### src/include/fetch_cfg.svh
`ifndef FETCH_CFG_SVH
`define FETCH_CFG_SVH

// ==============================
// Fetch front end configuration
// ==============================

// Instructions fetched per group
`define FETCH_WIDTH 4

// First fetch address out of reset
`define RESET_PC 32'h0000_1000

// Predictor table is 2**BP_INDEX_BITS entries, indexed from pc[BP_INDEX_BITS+1:2]
`define BP_INDEX_BITS 6

`endif
### src/hw/fetch_pkg.sv
package fetch_pkg;

   // ==============================
   // Basic words
   // ==============================
   typedef logic [31:0] addr_t;   // Byte address
   typedef logic [31:0] inst_t;   // Raw 32-bit instruction

   // Control-flow class seen by the front end
   typedef enum logic [1:0] {
      KIND_NONE   = 2'd0,
      KIND_BRANCH = 2'd1,          // Conditional, goes through the predictor
      KIND_JAL    = 2'd2,          // Always taken
      KIND_JALR   = 2'd3           // Target unknown here, fetched as not taken
   } ctrl_kind_e;

   // 2-bit saturating counter, MSB set means predict taken
   typedef logic [1:0] bp_ctr_t;

   // Weakly not taken
   localparam bp_ctr_t CTR_RESET = 2'd1;

   // ==============================
   // RV32I major opcodes
   // ==============================
   localparam logic [6:0] OPC_BRANCH = 7'b1100011;
   localparam logic [6:0] OPC_JAL    = 7'b1101111;
   localparam logic [6:0] OPC_JALR   = 7'b1100111;

endpackage

### src/hw/fetch_group_if.sv
`timescale 1ns/10ps

`include "fetch_cfg.svh"

// One fetch group between the PC stage and the predecode stage
interface fetch_group_if;

   fetch_pkg::addr_t pc   [`FETCH_WIDTH];   // Slot addresses, base + 4*k
   fetch_pkg::inst_t inst [`FETCH_WIDTH];   // Memory data for those addresses
   logic             stall;                 // Back end not ready, hold everything
   logic             flush;                 // Mispredict seen this cycle

   // PC side drives addresses and control, memory data comes in beside it
   modport gen (
      output pc,
      output stall,
      output flush,
      input  inst
   );

   // Decode side only observes
   modport dec (
      input pc,
      input inst,
      input stall,
      input flush
   );

endinterface

### src/hw/multi_fetch.sv
`timescale 1ns/10ps

`include "fetch_cfg.svh"

module multi_fetch (
   input  logic                     clk,
   input  logic                     rst_i,
   input  logic                     fetch_ready_i,   // Instruction buffer can accept

   // Instruction memory, data returns in the same cycle
   output fetch_pkg::addr_t         inst_addr_o   [`FETCH_WIDTH],
   input  fetch_pkg::inst_t         instruction_i [`FETCH_WIDTH],

   // ==============================
   // Resolution port from back end
   // ==============================
   input  logic                     update_valid_i,
   input  fetch_pkg::addr_t         update_pc_i,
   input  logic                     update_taken_i,
   input  logic                     mispredict_i,    // Always paired with update_valid_i
   input  fetch_pkg::addr_t         correct_pc_i,

   // ==============================
   // Fetched group
   // ==============================
   output logic [`FETCH_WIDTH-1:0]  fetch_valid_o,
   output fetch_pkg::addr_t         pc_o          [`FETCH_WIDTH],
   output fetch_pkg::inst_t         instruction_o [`FETCH_WIDTH],
   output fetch_pkg::addr_t         imm_o         [`FETCH_WIDTH],
   output logic [`FETCH_WIDTH-1:0]  branch_prediction_o
);

   logic             redirect;      // Predicted taken, back to pc_gen
   fetch_pkg::addr_t redirect_pc;

   fetch_group_if grp ();

   // Memory hookup through the group interface
   assign inst_addr_o = grp.pc;
   assign grp.inst    = instruction_i;

   pc_gen u_pc_gen (
      .clk           (clk),
      .rst_i         (rst_i),
      .fetch_ready_i (fetch_ready_i),
      .mispredict_i  (mispredict_i),
      .correct_pc_i  (correct_pc_i),
      .redirect_i    (redirect),
      .redirect_pc_i (redirect_pc),
      .grp           (grp.gen)
   );

   predecode_stage u_predecode (
      .clk            (clk),
      .rst_i          (rst_i),
      .grp            (grp.dec),
      .redirect_o     (redirect),
      .redirect_pc_o  (redirect_pc),
      .valid_o        (fetch_valid_o),
      .pc_o           (pc_o),
      .inst_o         (instruction_o),
      .imm_o          (imm_o),
      .pred_taken_o   (branch_prediction_o),
      .update_valid_i (update_valid_i),
      .update_pc_i    (update_pc_i),
      .update_taken_i (update_taken_i)
   );

endmodule

### src/hw/predecode_stage.sv
`timescale 1ns/10ps

`include "fetch_cfg.svh"

module predecode_stage (
   input  logic                     clk,
   input  logic                     rst_i,
   fetch_group_if.dec               grp,
   output logic                     redirect_o,                  // Level, to pc_gen
   output fetch_pkg::addr_t         redirect_pc_o,
   output logic [`FETCH_WIDTH-1:0]  valid_o,
   output fetch_pkg::addr_t         pc_o   [`FETCH_WIDTH],
   output fetch_pkg::inst_t         inst_o [`FETCH_WIDTH],
   output fetch_pkg::addr_t         imm_o  [`FETCH_WIDTH],
   output logic [`FETCH_WIDTH-1:0]  pred_taken_o,
   input  logic                     update_valid_i,
   input  fetch_pkg::addr_t         update_pc_i,
   input  logic                     update_taken_i
);

   fetch_pkg::addr_t         slot_imm  [`FETCH_WIDTH];
   fetch_pkg::ctrl_kind_e    slot_kind [`FETCH_WIDTH];
   logic [`FETCH_WIDTH-1:0]  bp_taken;       // Raw counter MSB per slot
   logic [`FETCH_WIDTH-1:0]  slot_taken;     // Slot redirects fetch
   logic [`FETCH_WIDTH-1:0]  keep;           // Slots up to first taken
   logic                     any_taken;
   fetch_pkg::addr_t         target;

   // ==============================
   // Per-slot decode and prediction
   // ==============================
   for (genvar k = 0; k < `FETCH_WIDTH; k++) begin : g_dec
      early_imm_decoder u_imm_dec (
         .inst_i (grp.inst[k]),
         .imm_o  (slot_imm[k]),
         .kind_o (slot_kind[k])
      );

      // JAL always, branch only if the counter says so, JALR never
      assign slot_taken[k] = (slot_kind[k] == fetch_pkg::KIND_JAL) |
                             ((slot_kind[k] == fetch_pkg::KIND_BRANCH) & bp_taken[k]);
   end

   branch_predictor u_bp (
      .clk            (clk),
      .rst_i          (rst_i),
      .lookup_pc_i    (grp.pc),
      .taken_o        (bp_taken),
      .update_valid_i (update_valid_i),
      .update_pc_i    (update_pc_i),
      .update_taken_i (update_taken_i)
   );

   // First taken slot picks the target, later slots drop out
   always_comb begin
      any_taken = 1'b0;
      target    = '0;
      keep      = '0;
      for (int k = 0; k < `FETCH_WIDTH; k++) begin
         keep[k] = ~any_taken;
         if (!any_taken && slot_taken[k]) begin
            any_taken = 1'b1;
            target    = grp.pc[k] + slot_imm[k];   // PC relative for both B and J
         end
      end
   end

   // No redirect while held or while the back end is correcting
   assign redirect_o    = any_taken & ~grp.stall & ~grp.flush;
   assign redirect_pc_o = target;

   // ==============================
   // Output register
   // ==============================
   always_ff @(posedge clk) begin
      if (rst_i || grp.flush) begin
         valid_o      <= '0;
         pred_taken_o <= '0;
      end else if (!grp.stall) begin
         valid_o      <= keep;
         pred_taken_o <= slot_taken & keep;     // Only the first taken slot survives
      end
   end

   // Payload, follows the valid bits
   always_ff @(posedge clk) begin
      if (!grp.stall) begin
         pc_o   <= grp.pc;
         inst_o <= grp.inst;
         imm_o  <= slot_imm;
      end
   end

endmodule

### src/hw/branch_predictor.sv
`timescale 1ns/10ps

`include "fetch_cfg.svh"

module branch_predictor (
   input  logic                     clk,
   input  logic                     rst_i,
   input  fetch_pkg::addr_t         lookup_pc_i [`FETCH_WIDTH],   // One per slot
   output logic [`FETCH_WIDTH-1:0]  taken_o,
   input  logic                     update_valid_i,
   input  fetch_pkg::addr_t         update_pc_i,
   input  logic                     update_taken_i
);

   localparam int BP_ENTRIES = 1 << `BP_INDEX_BITS;

   fetch_pkg::bp_ctr_t         table_q [BP_ENTRIES];
   logic [`BP_INDEX_BITS-1:0]  upd_idx;
   fetch_pkg::bp_ctr_t         upd_ctr;

   // ==============================
   // Lookup, combinational
   // ==============================
   for (genvar k = 0; k < `FETCH_WIDTH; k++) begin : g_read
      // Word aligned PC, drop bits [1:0]
      assign taken_o[k] = table_q[lookup_pc_i[k][`BP_INDEX_BITS+1:2]][1];
   end

   // ==============================
   // Update, one per cycle
   // ==============================
   assign upd_idx = update_pc_i[`BP_INDEX_BITS+1:2];
   assign upd_ctr = table_q[upd_idx];

   always_ff @(posedge clk) begin
      if (rst_i) begin
         // All entries start weakly not taken
         for (int i = 0; i < BP_ENTRIES; i++) begin
            table_q[i] <= fetch_pkg::CTR_RESET;
         end
      end else if (update_valid_i) begin
         if (update_taken_i) begin
            if (upd_ctr != 2'd3) begin
               table_q[upd_idx] <= upd_ctr + 2'd1;   // Saturate at strongly taken
            end
         end else begin
            if (upd_ctr != 2'd0) begin
               table_q[upd_idx] <= upd_ctr - 2'd1;   // Saturate at strongly not taken
            end
         end
      end
   end

endmodule

### src/hw/early_imm_decoder.sv
`timescale 1ns/10ps

module early_imm_decoder (
   input  fetch_pkg::inst_t      inst_i,
   output fetch_pkg::addr_t      imm_o,    // Sign-extended immediate
   output fetch_pkg::ctrl_kind_e kind_o
);

   fetch_pkg::addr_t imm_b;
   fetch_pkg::addr_t imm_j;
   fetch_pkg::addr_t imm_i;

   // B format, 13-bit even offset
   assign imm_b = {{19{inst_i[31]}}, inst_i[31], inst_i[7], inst_i[30:25], inst_i[11:8], 1'b0};

   // J format, 21-bit even offset
   assign imm_j = {{11{inst_i[31]}}, inst_i[31], inst_i[19:12], inst_i[20],
                   inst_i[30:21], 1'b0};

   // I format, also the default for non control-flow opcodes
   assign imm_i = {{20{inst_i[31]}}, inst_i[31:20]};

   always_comb begin
      case (inst_i[6:0])
         fetch_pkg::OPC_BRANCH: begin
            kind_o = fetch_pkg::KIND_BRANCH;
            imm_o  = imm_b;
         end
         fetch_pkg::OPC_JAL: begin
            kind_o = fetch_pkg::KIND_JAL;
            imm_o  = imm_j;
         end
         fetch_pkg::OPC_JALR: begin
            kind_o = fetch_pkg::KIND_JALR;
            imm_o  = imm_i;                     // Offset from rs1, no target here
         end
         default: begin
            kind_o = fetch_pkg::KIND_NONE;
            imm_o  = imm_i;
         end
      endcase
   end

endmodule

### src/hw/pc_gen.sv
`timescale 1ns/10ps

`include "fetch_cfg.svh"

module pc_gen (
   input  logic             clk,
   input  logic             rst_i,
   input  logic             fetch_ready_i,   // Level, low holds the PC
   input  logic             mispredict_i,    // Pulse from the resolution port
   input  fetch_pkg::addr_t correct_pc_i,
   input  logic             redirect_i,      // Predicted taken in the current group
   input  fetch_pkg::addr_t redirect_pc_i,
   fetch_group_if.gen       grp
);

   // Sequential step between groups
   localparam fetch_pkg::addr_t GROUP_BYTES = 4 * `FETCH_WIDTH;

   fetch_pkg::addr_t base_q;   // Address of slot 0
   fetch_pkg::addr_t base_d;

   // ==============================
   // Next base PC
   // ==============================
   always_comb begin
      if (mispredict_i) begin
         base_d = correct_pc_i;                 // Back end wins, even under stall
      end else if (!fetch_ready_i) begin
         base_d = base_q;                       // Hold
      end else if (redirect_i) begin
         base_d = redirect_pc_i;                // Follow the predicted target
      end else begin
         base_d = base_q + GROUP_BYTES;         // Fall through to next group
      end
   end

   always_ff @(posedge clk) begin
      if (rst_i) begin
         base_q <= `RESET_PC;
      end else begin
         base_q <= base_d;
      end
   end

   // Slot addresses
   for (genvar k = 0; k < `FETCH_WIDTH; k++) begin : g_slot_pc
      assign grp.pc[k] = base_q + fetch_pkg::addr_t'(4 * k);
   end

   // Stage control seen by the decode side
   assign grp.stall = ~fetch_ready_i;
   assign grp.flush = mispredict_i;

endmodule

### config.mk
export PLATFORM = sky130hd
export DESIGN_NAME = multi_fetch
export DESIGN_NICKNAME = d
export VERILOG_FILES = /design/src/hw/fetch_pkg.sv /design/src/hw/fetch_group_if.sv /design/src/hw/multi_fetch.sv /design/src/hw/predecode_stage.sv /design/src/hw/branch_predictor.sv /design/src/hw/early_imm_decoder.sv /design/src/hw/pc_gen.sv
export VERILOG_INCLUDE_DIRS = /design/src /design/src/include
export SDC_FILE = /design/constraint.sdc
export NUM_CORES = 1
export LEC_CHECK = 0
export ABC_AREA = 1
export BUFFER_PORTS_ARGS = -buffer_cell sky130_fd_sc_hd__buf_2
export CAP_MARGIN = 20
export CORE_MARGIN = 3
export CORE_UTILIZATION = 30
export DETAILED_ROUTE_END_ITERATION = 16
export GPL_ROUTABILITY_DRIVEN = 0
export PLACE_DENSITY = 0.46
export RECOVER_POWER = 50
export SYNTH_ARGS = -nofsm -noshare
export SYNTH_HDL_FRONTEND = slang
export SYNTH_SLANG_ARGS = --single-unit
### constraint.sdc
create_clock -name clk -period 4.3 [get_ports clk]
set_input_delay 0.43 -clock clk [delete_from_list [all_inputs] [get_ports clk]]
set_output_delay 0.43 -clock clk [all_outputs]
set_load 0.01 [all_outputs]
; Word-level counts from Yosys, hierarchy flattened
; Memories as Yosys holds them, arrays and structs flattened. A register that Yosys moved wholly into a read port is not among the register bits.
; Cells that the tools add are included.
[word_totals]
regBits = 380
ram_bits = 128
input_bits = 198
output_inout_bits = 520
mem_count = 1
[memory_table]
columns = memory, words, word_bits, read_ports, rd_clocked_by_memory_dff, write_ports, line_no
row1 = u_predecode.u_bp.table_q, 64, 2, 5, 1, 64, branch_predictor.sv:17  ; fetch_pkg::bp_ctr_t table_q [BP_ENTRIES];
[classes]
n_addsub = 10
eq_ne = 21
mux = 37
bitwise = 16
n_reduce_logical = 10
[ops]
columns = operator, n
row1 = $mux W32, 7
row2 = $pmux W20 S2, 4
row3 = $add A32 B32 Y32, 4
row4 = $eq A7 B7 Y1 const B, 12
row5 = $add A32 B4 Y32 const B, 2
row6 = $add A32 B3 Y32 const B, 1
row7 = $add A32 B5 Y32 const B, 1
row8 = $pmux W2 S3, 4
row9 = $mux W6, 3
row10 = $mux W1, 17
row11 = $eq A2 B1 Y1 const B, 4
row12 = $eq A2 B2 Y1 const B, 4
row13 = $and A1 B1 Y1, 6
row14 = $or A1 B1 Y1, 5
row15 = $and A4 B4 Y4, 1
row16 = $mux W2, 2
row17 = $not A1 Y1, 4
row18 = $reduce_bool A2 Y1, 2
row19 = $logic_and A1 B1 Y1, 3
row20 = $logic_not A1 Y1, 3
row21 = $add A2 B1 Y2 const B, 1
row22 = $ne A2 B2 Y1 const B, 1
row23 = $reduce_or A2 Y1, 1
row24 = $sub A2 B1 Y2 const B, 1
row25 = $logic_or A1 B1 Y1, 1

; Depth between registers and ports, before layout
; Gate-level depths: netlist of run 1.
[logic_depth]
word_depth = 22
ltp_mapped = 31
mapped_depth_nobuf = 31

; By module
; From an unflattened synthesis of run 1, not the netlist that was laid out.
[hier_totals]
hier_cells = 4768
hier_area_um2 = 36466.2
[by_module_without_submodules]
columns = mod, n_inst, cells_per_inst, area_each_um2, seq_area_each_um2
row1 = predecode_stage, 1, 2527, 21906.0, 11691.2
row2 = branch_predictor, 1, 1378, 9275.1, 3843.7
row3 = pc_gen, 1, 583, 3648.5, 640.6
row4 = early_imm_decoder, 4, 70, 409.1, 0.0

; Worst setup path before layout of run 1
; Ideal clock, no wire load.
[synth_path]
path_type = register to register
start = register u_pc_gen.base_q[3]
end = register u_pc_gen.base_q[26]
t_arrival_ps = 4031
required_ps = 4168
setup_slack_ps = 137
stages_incl_launch_ff = 21
n_path_buf = 3
cell_sequence = dfxtp_1 > buf_2 > inv_1 > clkbuf_1 > clkbuf_1 > ha_1 > nand2_1 > or4_1 > o21ai_0 > ha_1 > a21oi_1 > o21ai_0 > a21boi_0 > nand3_1 > a21oi_1 > xor2_1 > nor2_1 > nor2_1 > nand2_1 > nand2_1 > a21oi_1
[synth_lines]
columns = element, line_no
row1 = "start, declared", pc_gen.sv:19  ; fetch_pkg::addr_t base_q;
row2 = "start signal, assigned", pc_gen.sv:39  ; base_q <= `RESET_PC;
row3 = "start signal, assigned", pc_gen.sv:41  ; base_q <= base_d;

; Worst setup path in the final report of run 1
[layout_path]
start = input port instruction_i[96] in the netlist's numbering
end = register u_pc_gen.base_q[22]
[layout_via]
elab_cells_between_ends = 29
classes_between = add/sub: 1 / eq/ne: 5 / mux: 13 / bitwise: 4 / reduce/logical: 6
[layout_lines]
columns = element, line_no
row1 = "start, declared", multi_fetch.sv:12  ; input fetch_pkg::inst_t instruction_i [`FETCH_WIDTH],
row2 = $eq A7 B7 Y1, early_imm_decoder.sv:24  ; case (inst_i[6:0])
row3 = $pmux W20 S2 *, early_imm_decoder.sv:24
row4 = net u_predecode.g_dec[0].u_imm_dec.imm_o[19], early_imm_decoder.sv:5  ; output fetch_pkg::addr_t imm_o,
row5 = $add A32 B32 Y32 *, predecode_stage.sv:63  ; target = grp.pc[k] + slot_imm[k];
row6 = $mux W32 * (4 in a row), predecode_stage.sv:61  ; if (!any_taken && slot_taken[k]) begin
row7 = $mux W32 *, pc_gen.sv:30  ; end else if (redirect_i) begin
row8 = $mux W32 *, pc_gen.sv:28  ; end else if (!fetch_ready_i) begin
row9 = $mux W32 *, pc_gen.sv:26  ; if (mispredict_i) begin
; Mark *: on every way through the listed nets, which the timed path passes. The rest lies on a longest branch. The select of a mux whose other input is x is not followed.
; A chain may end at the register's enable or synchronous reset.

==> results of run 1 <==
flip-flops by register name, indices dropped and copies added, names as in the netlist, named ones only:
register / cells
u_pc_gen.base_q: 32
u_predecode.imm_o: 84
u_predecode.inst_o: 100
u_predecode.pc_o: 120
u_predecode.pred_taken_o: 4
u_predecode.u_bp.table_q: 128
u_predecode.valid_o: 4
power groups by stage:
stage | Combinational (mW) | Clock, mW | Sequential (mW)
floorplan | 1.91 | 0 | 5.75
global placement | 3.77 | 0 | 5.63
detailed placement | 3.76 | 0 | 5.63
CTS | 3.87 | 4.80 | 5.54
global route | 4.23 | 4.96 | 5.57
finish | 3.90 | 4.67 | 5.54
synth_stat cells (6+ instances only):
cell / instances
xnor2_1: 30
o21a_1: 11
nand3_1: 379
nand2_1: 1051
o41ai_1: 6
nor3_1: 40
a22oi_1: 18
edfxtp_1: 432
o22ai_1: 27
nor4_1: 16
inv_1: 295
o21ai_1: 11
ha_1: 133
a221oi_1: 10
o21bai_1: 10
inv_2: 18
buf_2: 63
o21ai_0: 154
nand4_1: 70
dfxtp_1: 46
xor2_1: 127
a21oi_1: 261
a21boi_0: 12
buf_4: 102
or2_2: 27
o211ai_1: 13
a31oi_1: 6
clkbuf_1: 53
nor2_1: 408
a21o_1: 18
per-stage QoR:
stage	total power [mW]	util, %	instance area (µm²)
5_1_grt	14.8	40.1	41100
4_1_cts	14.2	39.8	40900
6_report	14.1	40.1	41100
3_5_place_dp	9.39	37.0	37900
2_1_floorplan	7.66	-	31200
3_3_place_gp	9.40	37.0	37900
critical path: stages:
cell,delay [ps]
dlygate4sd3_1,530
buf_2,130
nand2_1,80
nor3_1,120
and2_2,250
nor2_1,60
inv_1,130
nor2_2,70
buf_4,170
a21oi_1,560
ha_1,400
a21oi_1,210
o21a_1,130
o21ai_0,130
a21o_1,210
or2_2,270
nand3_1,70
nand2_1,80
inv_1,120
nand3_1,160
nand2_1,110
nand2_1,60
nand2_1,50
a21oi_1,50
kinds of logic after synthesis:
logic type      share of synthesized area (%)
simple gates                             27.1
xor+xnor                                 4.50
flops                                    44.5
buf+inv                                  8.12
fa+ha+maj                                5.58
compound gates                           10.2
what timing repair did:
action | 4_1_cts | 5_1_grt
endpoints found under the hold margin | 120 | 0
endpoints found under the setup margin | 0 | 18
gates resized for setup | 0 | 93
setup buffers | 0 | 7
hold buffers | 120 | 0
worst paths after layout:
| kind | startpoint | end | slack [ps] | cells after the start |
|---|---|---|---|---|
| max | instruction_i[96] | u_pc_gen.base_q[22]$_SDFFE_PP0N_ | 210 | 24 |
| min | correct_pc_i[31] | u_pc_gen.base_q[31]$_SDFFE_PP0N_ | 100 | 3 |
| max reg2reg | u_pc_gen.base_q[13]$_SDFFE_PP0N_ | u_pc_gen.base_q[24]$_SDFFE_PP0N_ | 230 | 18 |
| min reg2reg | u_predecode.valid_o[0]$_SDFFE_PP0P_ | u_predecode.valid_o[0]$_SDFFE_PP0P_ | 470 | 2 |
layer usage:
layer	vias up	global-route usage, %	part of all wire, %
met2	1263	43.0	48
met5	-	0	0.041
met1	15100	33.6	42
met4	10	8.38	3.4
met3	211	3.43	6.6
li1	15200	-	-
final cells by class:
cell class	instances	area share (%)
multi-input cells	2876	36.8
flip-flops and latches	478	33.8
repair buffers	1181	18.0
well taps	1368	4.16
clock buffers	71	3.59
inverters	318	2.90
clock inverters	33	0.678
diodes	4	0.0243
==> flow_summary_export.csv, run 1 <==
group,metric,value,unit
timing,fmax,244,MHz
worst_setup_path,crit_type,"input port to flip-flop",
clock_network,cts_buffers,56,
die,start_util,30.4,%
power_and_ir_drop,pwr-share-clk,33.1,%
timing,maxSlewHeadroom,27.2,%
synth,netlist_instances,3899,
timing,finalCritPeriodShare,95.1,%
timing,hold_ws,101,ps
flow_run,maxCapViolCount,0,
global_routing,antenna_found_initial,12,
global_routing,grt_usage,25.5,%
timing,clock_skew,29.6,ps
routing,vias,31800,
clock_network,htreeDepth,2,
die,chipWidth,329,µm
clock_network,clk_pin_slew_worst_paths,70,ps
clock_network,cts.sinks,478,
synth,synth-seq-area-share,44.5,%
layout,regArea,13900,µm²
timing,worstMarginPinSlew,1090,ps
placement,dpl.hpwl,115000,µm
clock_network,clock_path_buffers,3,
power_and_ir_drop,swShare,33.8,%
routing,wl_per_cell,22.7,µm
die,io_pins,718,
layout,drive_gt1_share,23.7,%
layout,final_cells,6329,
worst_setup_path,crit_arrival,4610,ps
layout,nFillCells,10600,
clock_network,clk_latency,690,ps
synth,syn-cell-area,31200,µm²
die,core,103000,µm²
routing,drc,0,
status,status,"finished, final reports clean",
global_routing,grt_start_max_net_pins,158,
power_and_ir_drop,p_int,9.34,mW
layout,multi_input_area,15200,µm²
routing,firstDrtPassIters,8,
timing,rsz0062_at_grt,"true",
global_routing,grt_pass1_wl,203000,µm
hold_path,worstHoldPathType,"input port to flip-flop",
routing,first_iter_violations,3366,
layout,final_cell_mix,"1,045 x nand2_1, 585 x buf_2, 432 x edfxtp_1, 383 x nor2_1, 376 x nand3_1",
synth,synth_flop_cell,"edfxtp_1",
placement,dp.cells,6094,
power_and_ir_drop,power_density,343,nW/µm²
die,floorplan.rows,117,
timing,setup_slack,209,ps
routing,wl,144000,µm
synth,yosys_warnings,0,
worst_setup_path,worstPathMaxFanout,7,
synth,synth-edff-count,432,
power_and_ir_drop,leakage,18.2,nW
power_and_ir_drop,irDropWorstVdd,316,µV
placement,io_buffers,691,
die,dieHeight,329,µm
layout,nNetsFinal,5246,
power_and_ir_drop,netSwitchingPower,4.77,mW
timing,period_minus_slack,4090,ps
timing,setup_viol,0,
power_and_ir_drop,comb_power_share,27.6,%
routing,antenna_left,0,
layout,final_common_cell,"nand2_1",
power_and_ir_drop,sequentialPowerShare,39.3,%
synth,ys_async_sr_fraction,0,%
synth,syn_avg_cell_area,8.01,µm²
synth,synth_fp_nets,4234,
synth,synth-seq-cells,478,
worst_setup_path,end_kind,"flip-flop",
worst_setup_path,cp-start-kind,"input port",
global_routing,grt_pass1_vias,29900,
worst_setup_path,worstPathRequired,4820,ps
routing,vias_per_cell,5.02,
timing,final.setup.tns,0,ps
placement,place_ws,-5.30,ps
timing,timing.final.max_slew_violations,0,
synth,synth_cell_type_count,52,
synth,yosys.area.top_type,"edfxtp_1",
timing,hold_viol,0,
clock_network,cts_tree,"done",
synth,yosysTopAreaCellShare,41.5,%
synth,ys_top_cells_by_area,"edfxtp_1 42%, nand2_1 13%, nand3_1 6.1%",
layout,synthToLayoutAreaGrowth,31.7,%
global_routing,gr-total-overflow,0,
clock_network,cts_root_buffer,"clkbuf_16",
die,die_area,108000,µm²
Power figures use the tool's default switching activity.
==> run 2: changes to the inputs <==
Settings changed: CELL_PAD_IN_SITES_DETAIL_PLACEMENT set to 1, CELL_PAD_IN_SITES_GLOBAL_PLACEMENT set to 1, CORE_MARGIN 3 to 5, PLACE_DENSITY 0.46 to 0.6.
==> flow_summary_export.csv, run 2 (synthesized netlist as in run 1, its figures left out) <==
group,metric,value,unit
status,status,"finished, final reports clean",
layout,drive_gt1_share,18.4,%
routing,drc,0,
layout,largest_reg_flops,128,
clock_network,htreeDepth,2,
power_and_ir_drop,irDropWorstVdd,307,µV
clock_network,cts_root_buffer,"clkbuf_16",
global_routing,antenna_found_initial,7,
die,floorplan.rows,118,
worst_setup_path,rr_startpoint,"u_pc_gen.base_q[13]$_SDFFE_PP0N_",
hold_path,worstHoldStart,"correct_pc_i[28]",
global_routing,gr-total-overflow,0,
worst_setup_path,crit_top_cell,"nand2_1",
power_and_ir_drop,leakage,17.3,nW
routing,firstDrtPassIters,5,
die,start_util,30.2,%
power_and_ir_drop,total_power,14.4,mW
placement,place_area,37900,µm²
routing,first_iter_violations,2546,
routing,wl,158000,µm
placement,dpl.hpwl,127000,µm
worst_setup_path,worstPathRequired,4890,ps
clock_network,clock_path_buffers,3,
timing,worstMarginPinSlew,1430,ps
layout,synthToLayoutAreaGrowth,30.3,%
hold_path,hold_end,"u_pc_gen.base_q[28]$_SDFFE_PP0N_",
clock_network,cts_buffers,57,
layout,reg_top3,"u_predecode.u_bp.table_q x128, u_predecode.pc_o x120, u_predecode.inst_o x100",
layout,final_common_cell,"nand2_1",
clock_network,cts_tree,"done",
routing,wl_per_cell,25.0,µm
worst_setup_path,reg2reg_depth,21,
worst_setup_path,cp_top_family,"simple AND/OR/NAND/NOR gates",
timing,finalCritPeriodShare,98.3,%
global_routing,grt_usage,27.1,%
timing,hold_viol,0,
timing,fmax,237,MHz
flow_run,maxCapViolCount,0,
worst_setup_path,cpPeakStageDelay,550,ps
timing,rsz0062_at_grt,"true",
global_routing,grt_pass1_wl,224000,µm
routing,antenna_left,0,
die,io_pins,718,
layout,regArea,13900,µm²
layout,finalInstanceArea,40700,µm²
layout,nFillCells,12900,
clock_network,cts.sinks,478,
worst_setup_path,cp-start-kind,"flip-flop",
worst_setup_path,worstPathMaxFanout,4,
layout,final_cell_mix,"1,044 x nand2_1, 432 x edfxtp_1, 388 x nor2_1, 385 x clkbuf_1, 378 x nand3_1",
layout,multi_input_area,15200,µm²
worst_setup_path,crit_type,"flip-flop to flip-flop",
die,chipWidth,333,µm
routing,vias_per_cell,5.14,
layout,final_cells,6330,
power_and_ir_drop,power_density,355,nW/µm²
worst_setup_path,crit_arrival,4820,ps
routing,vias,32500,
worst_setup_path,r2r_setup_slack,70,ps
placement,io_buffers,691,
timing,maxSlewHeadroom,4.66,%
die,core,103000,µm²
layout,top_register,"u_predecode.u_bp.table_q",
hold_path,worstHoldPathType,"input port to flip-flop",
global_routing,grt_pass1_vias,32600,
worst_setup_path,r2r_end,"u_pc_gen.base_q[25]$_SDFFE_PP0N_",
global_routing,grt_start_max_net_pins,117,
timing,period_minus_slack,4230,ps
die,dieHeight,333,µm
placement,dp.cells,6100,
worst_setup_path,path_cells,"buf_4 > inv_1 > nor3_2 > nand2_1 > or4_1 > nand2_1 > o21ai_0 > buf_4 > ha_1 > buf_4 > nand2_1 > o21ai_0 > a21boi_1 > nand3_1 > xor2_1 > nand4_1 > nand3_1 > nand2_1 > nand2_1 > nand2_1 > a21oi_1",
timing,clock_skew,36.0,ps
timing,setup_viol,0,
timing,final.setup.tns,0,ps
hold_path,holdPathStages,3,
clock_network,clk_pin_slew_worst_paths,60,ps
timing,timing.final.max_slew_violations,0,
layout,nNetsFinal,5234,
worst_setup_path,slowest_stage,"or4_1",
worst_setup_path,critPathBufInv,4,
worst_setup_path,end_kind,"flip-flop",
clock_network,clk_latency,680,ps
die,die_area,111000,µm²
[run 2: power by group]
group	internal [mW]	switching, mW	leakage (nW)	total [mW]
combinational	1.36	2.66	12.0	4.02
sequential	5.39	0.181	4.50	5.57
clock	2.73	2.12	0.873	4.86
[run 2: layer usage]
layer	GRT usage, %	vias up	wire (µm)
met5	0	-	15
met4	8.59	2	5850
met3	4.50	227	10500
met2	45.5	1173	74000
met1	35.9	15900	68100
li1	-	15200	-
[run 2: through the flow]
stage / utilization, % / hold WS, ps / setup slack, ps
3_3_place_gp: 36.6 / 451 / -17.0
2_1_floorplan: - / 486 / 137
4_1_cts: 39.5 / 1.41 / 1.10
6_report: 39.3 / 110 / 74.8
3_5_place_dp: 36.6 / 461 / 21.1
5_1_grt: 39.3 / 103 / -115
[run 2: how the worst max path moves through the flow]
stage                                                start                                to  slack (ps)  cells after the start
after global placement    u_pc_gen.base_q[20]$_SDFFE_PP0N_  u_pc_gen.base_q[30]$_SDFFE_PP0N_         -20                     25
after detailed placement                 instruction_i[38]  u_pc_gen.base_q[22]$_SDFFE_PP0N_          20                     28
after CTS                  u_pc_gen.base_q[5]$_SDFFE_PP0N_  u_pc_gen.base_q[22]$_SDFFE_PP0N_           1                     24
after floorplan            u_pc_gen.base_q[3]$_SDFFE_PP0N_  u_pc_gen.base_q[26]$_SDFFE_PP0N_         140                     20
after global routing       u_pc_gen.base_q[5]$_SDFFE_PP0N_  u_pc_gen.base_q[31]$_SDFFE_PP0N_        -110                     24
final                     u_pc_gen.base_q[13]$_SDFFE_PP0N_  u_pc_gen.base_q[25]$_SDFFE_PP0N_          70                     21
[run 2: worst register-to-register path: cells and delay by family (launching register included)]
family                     cells  cell delay (ps)
and+or+nand+nor               11             1890
DFF                            1              400
xor gates and xnor gates       1              230
buffers and inverters          4              600
adders and majority gates      1              320
AOI/OAI and AO/OA              4              710
[run 2: layout make-up]
cell class	instances	share of cell area [%]
Sequential cell	478	34.1
Clock inverter	26	0.504
Tap cell	1380	4.24
Inverter	318	2.93
Timing Repair Buffer	1168	17.0
Antenna cell	4	0.0246
Clock buffer	80	3.97
Multi-Input combinational cell	2876	37.2
[run 2: timing repair]
item                                   CTS  global route
hold buffers                           116             0
setup buffers                            0             4
setup endpoints to repair                0            20
resized for setup                        0           105
endpoints found under the hold margin  116             0
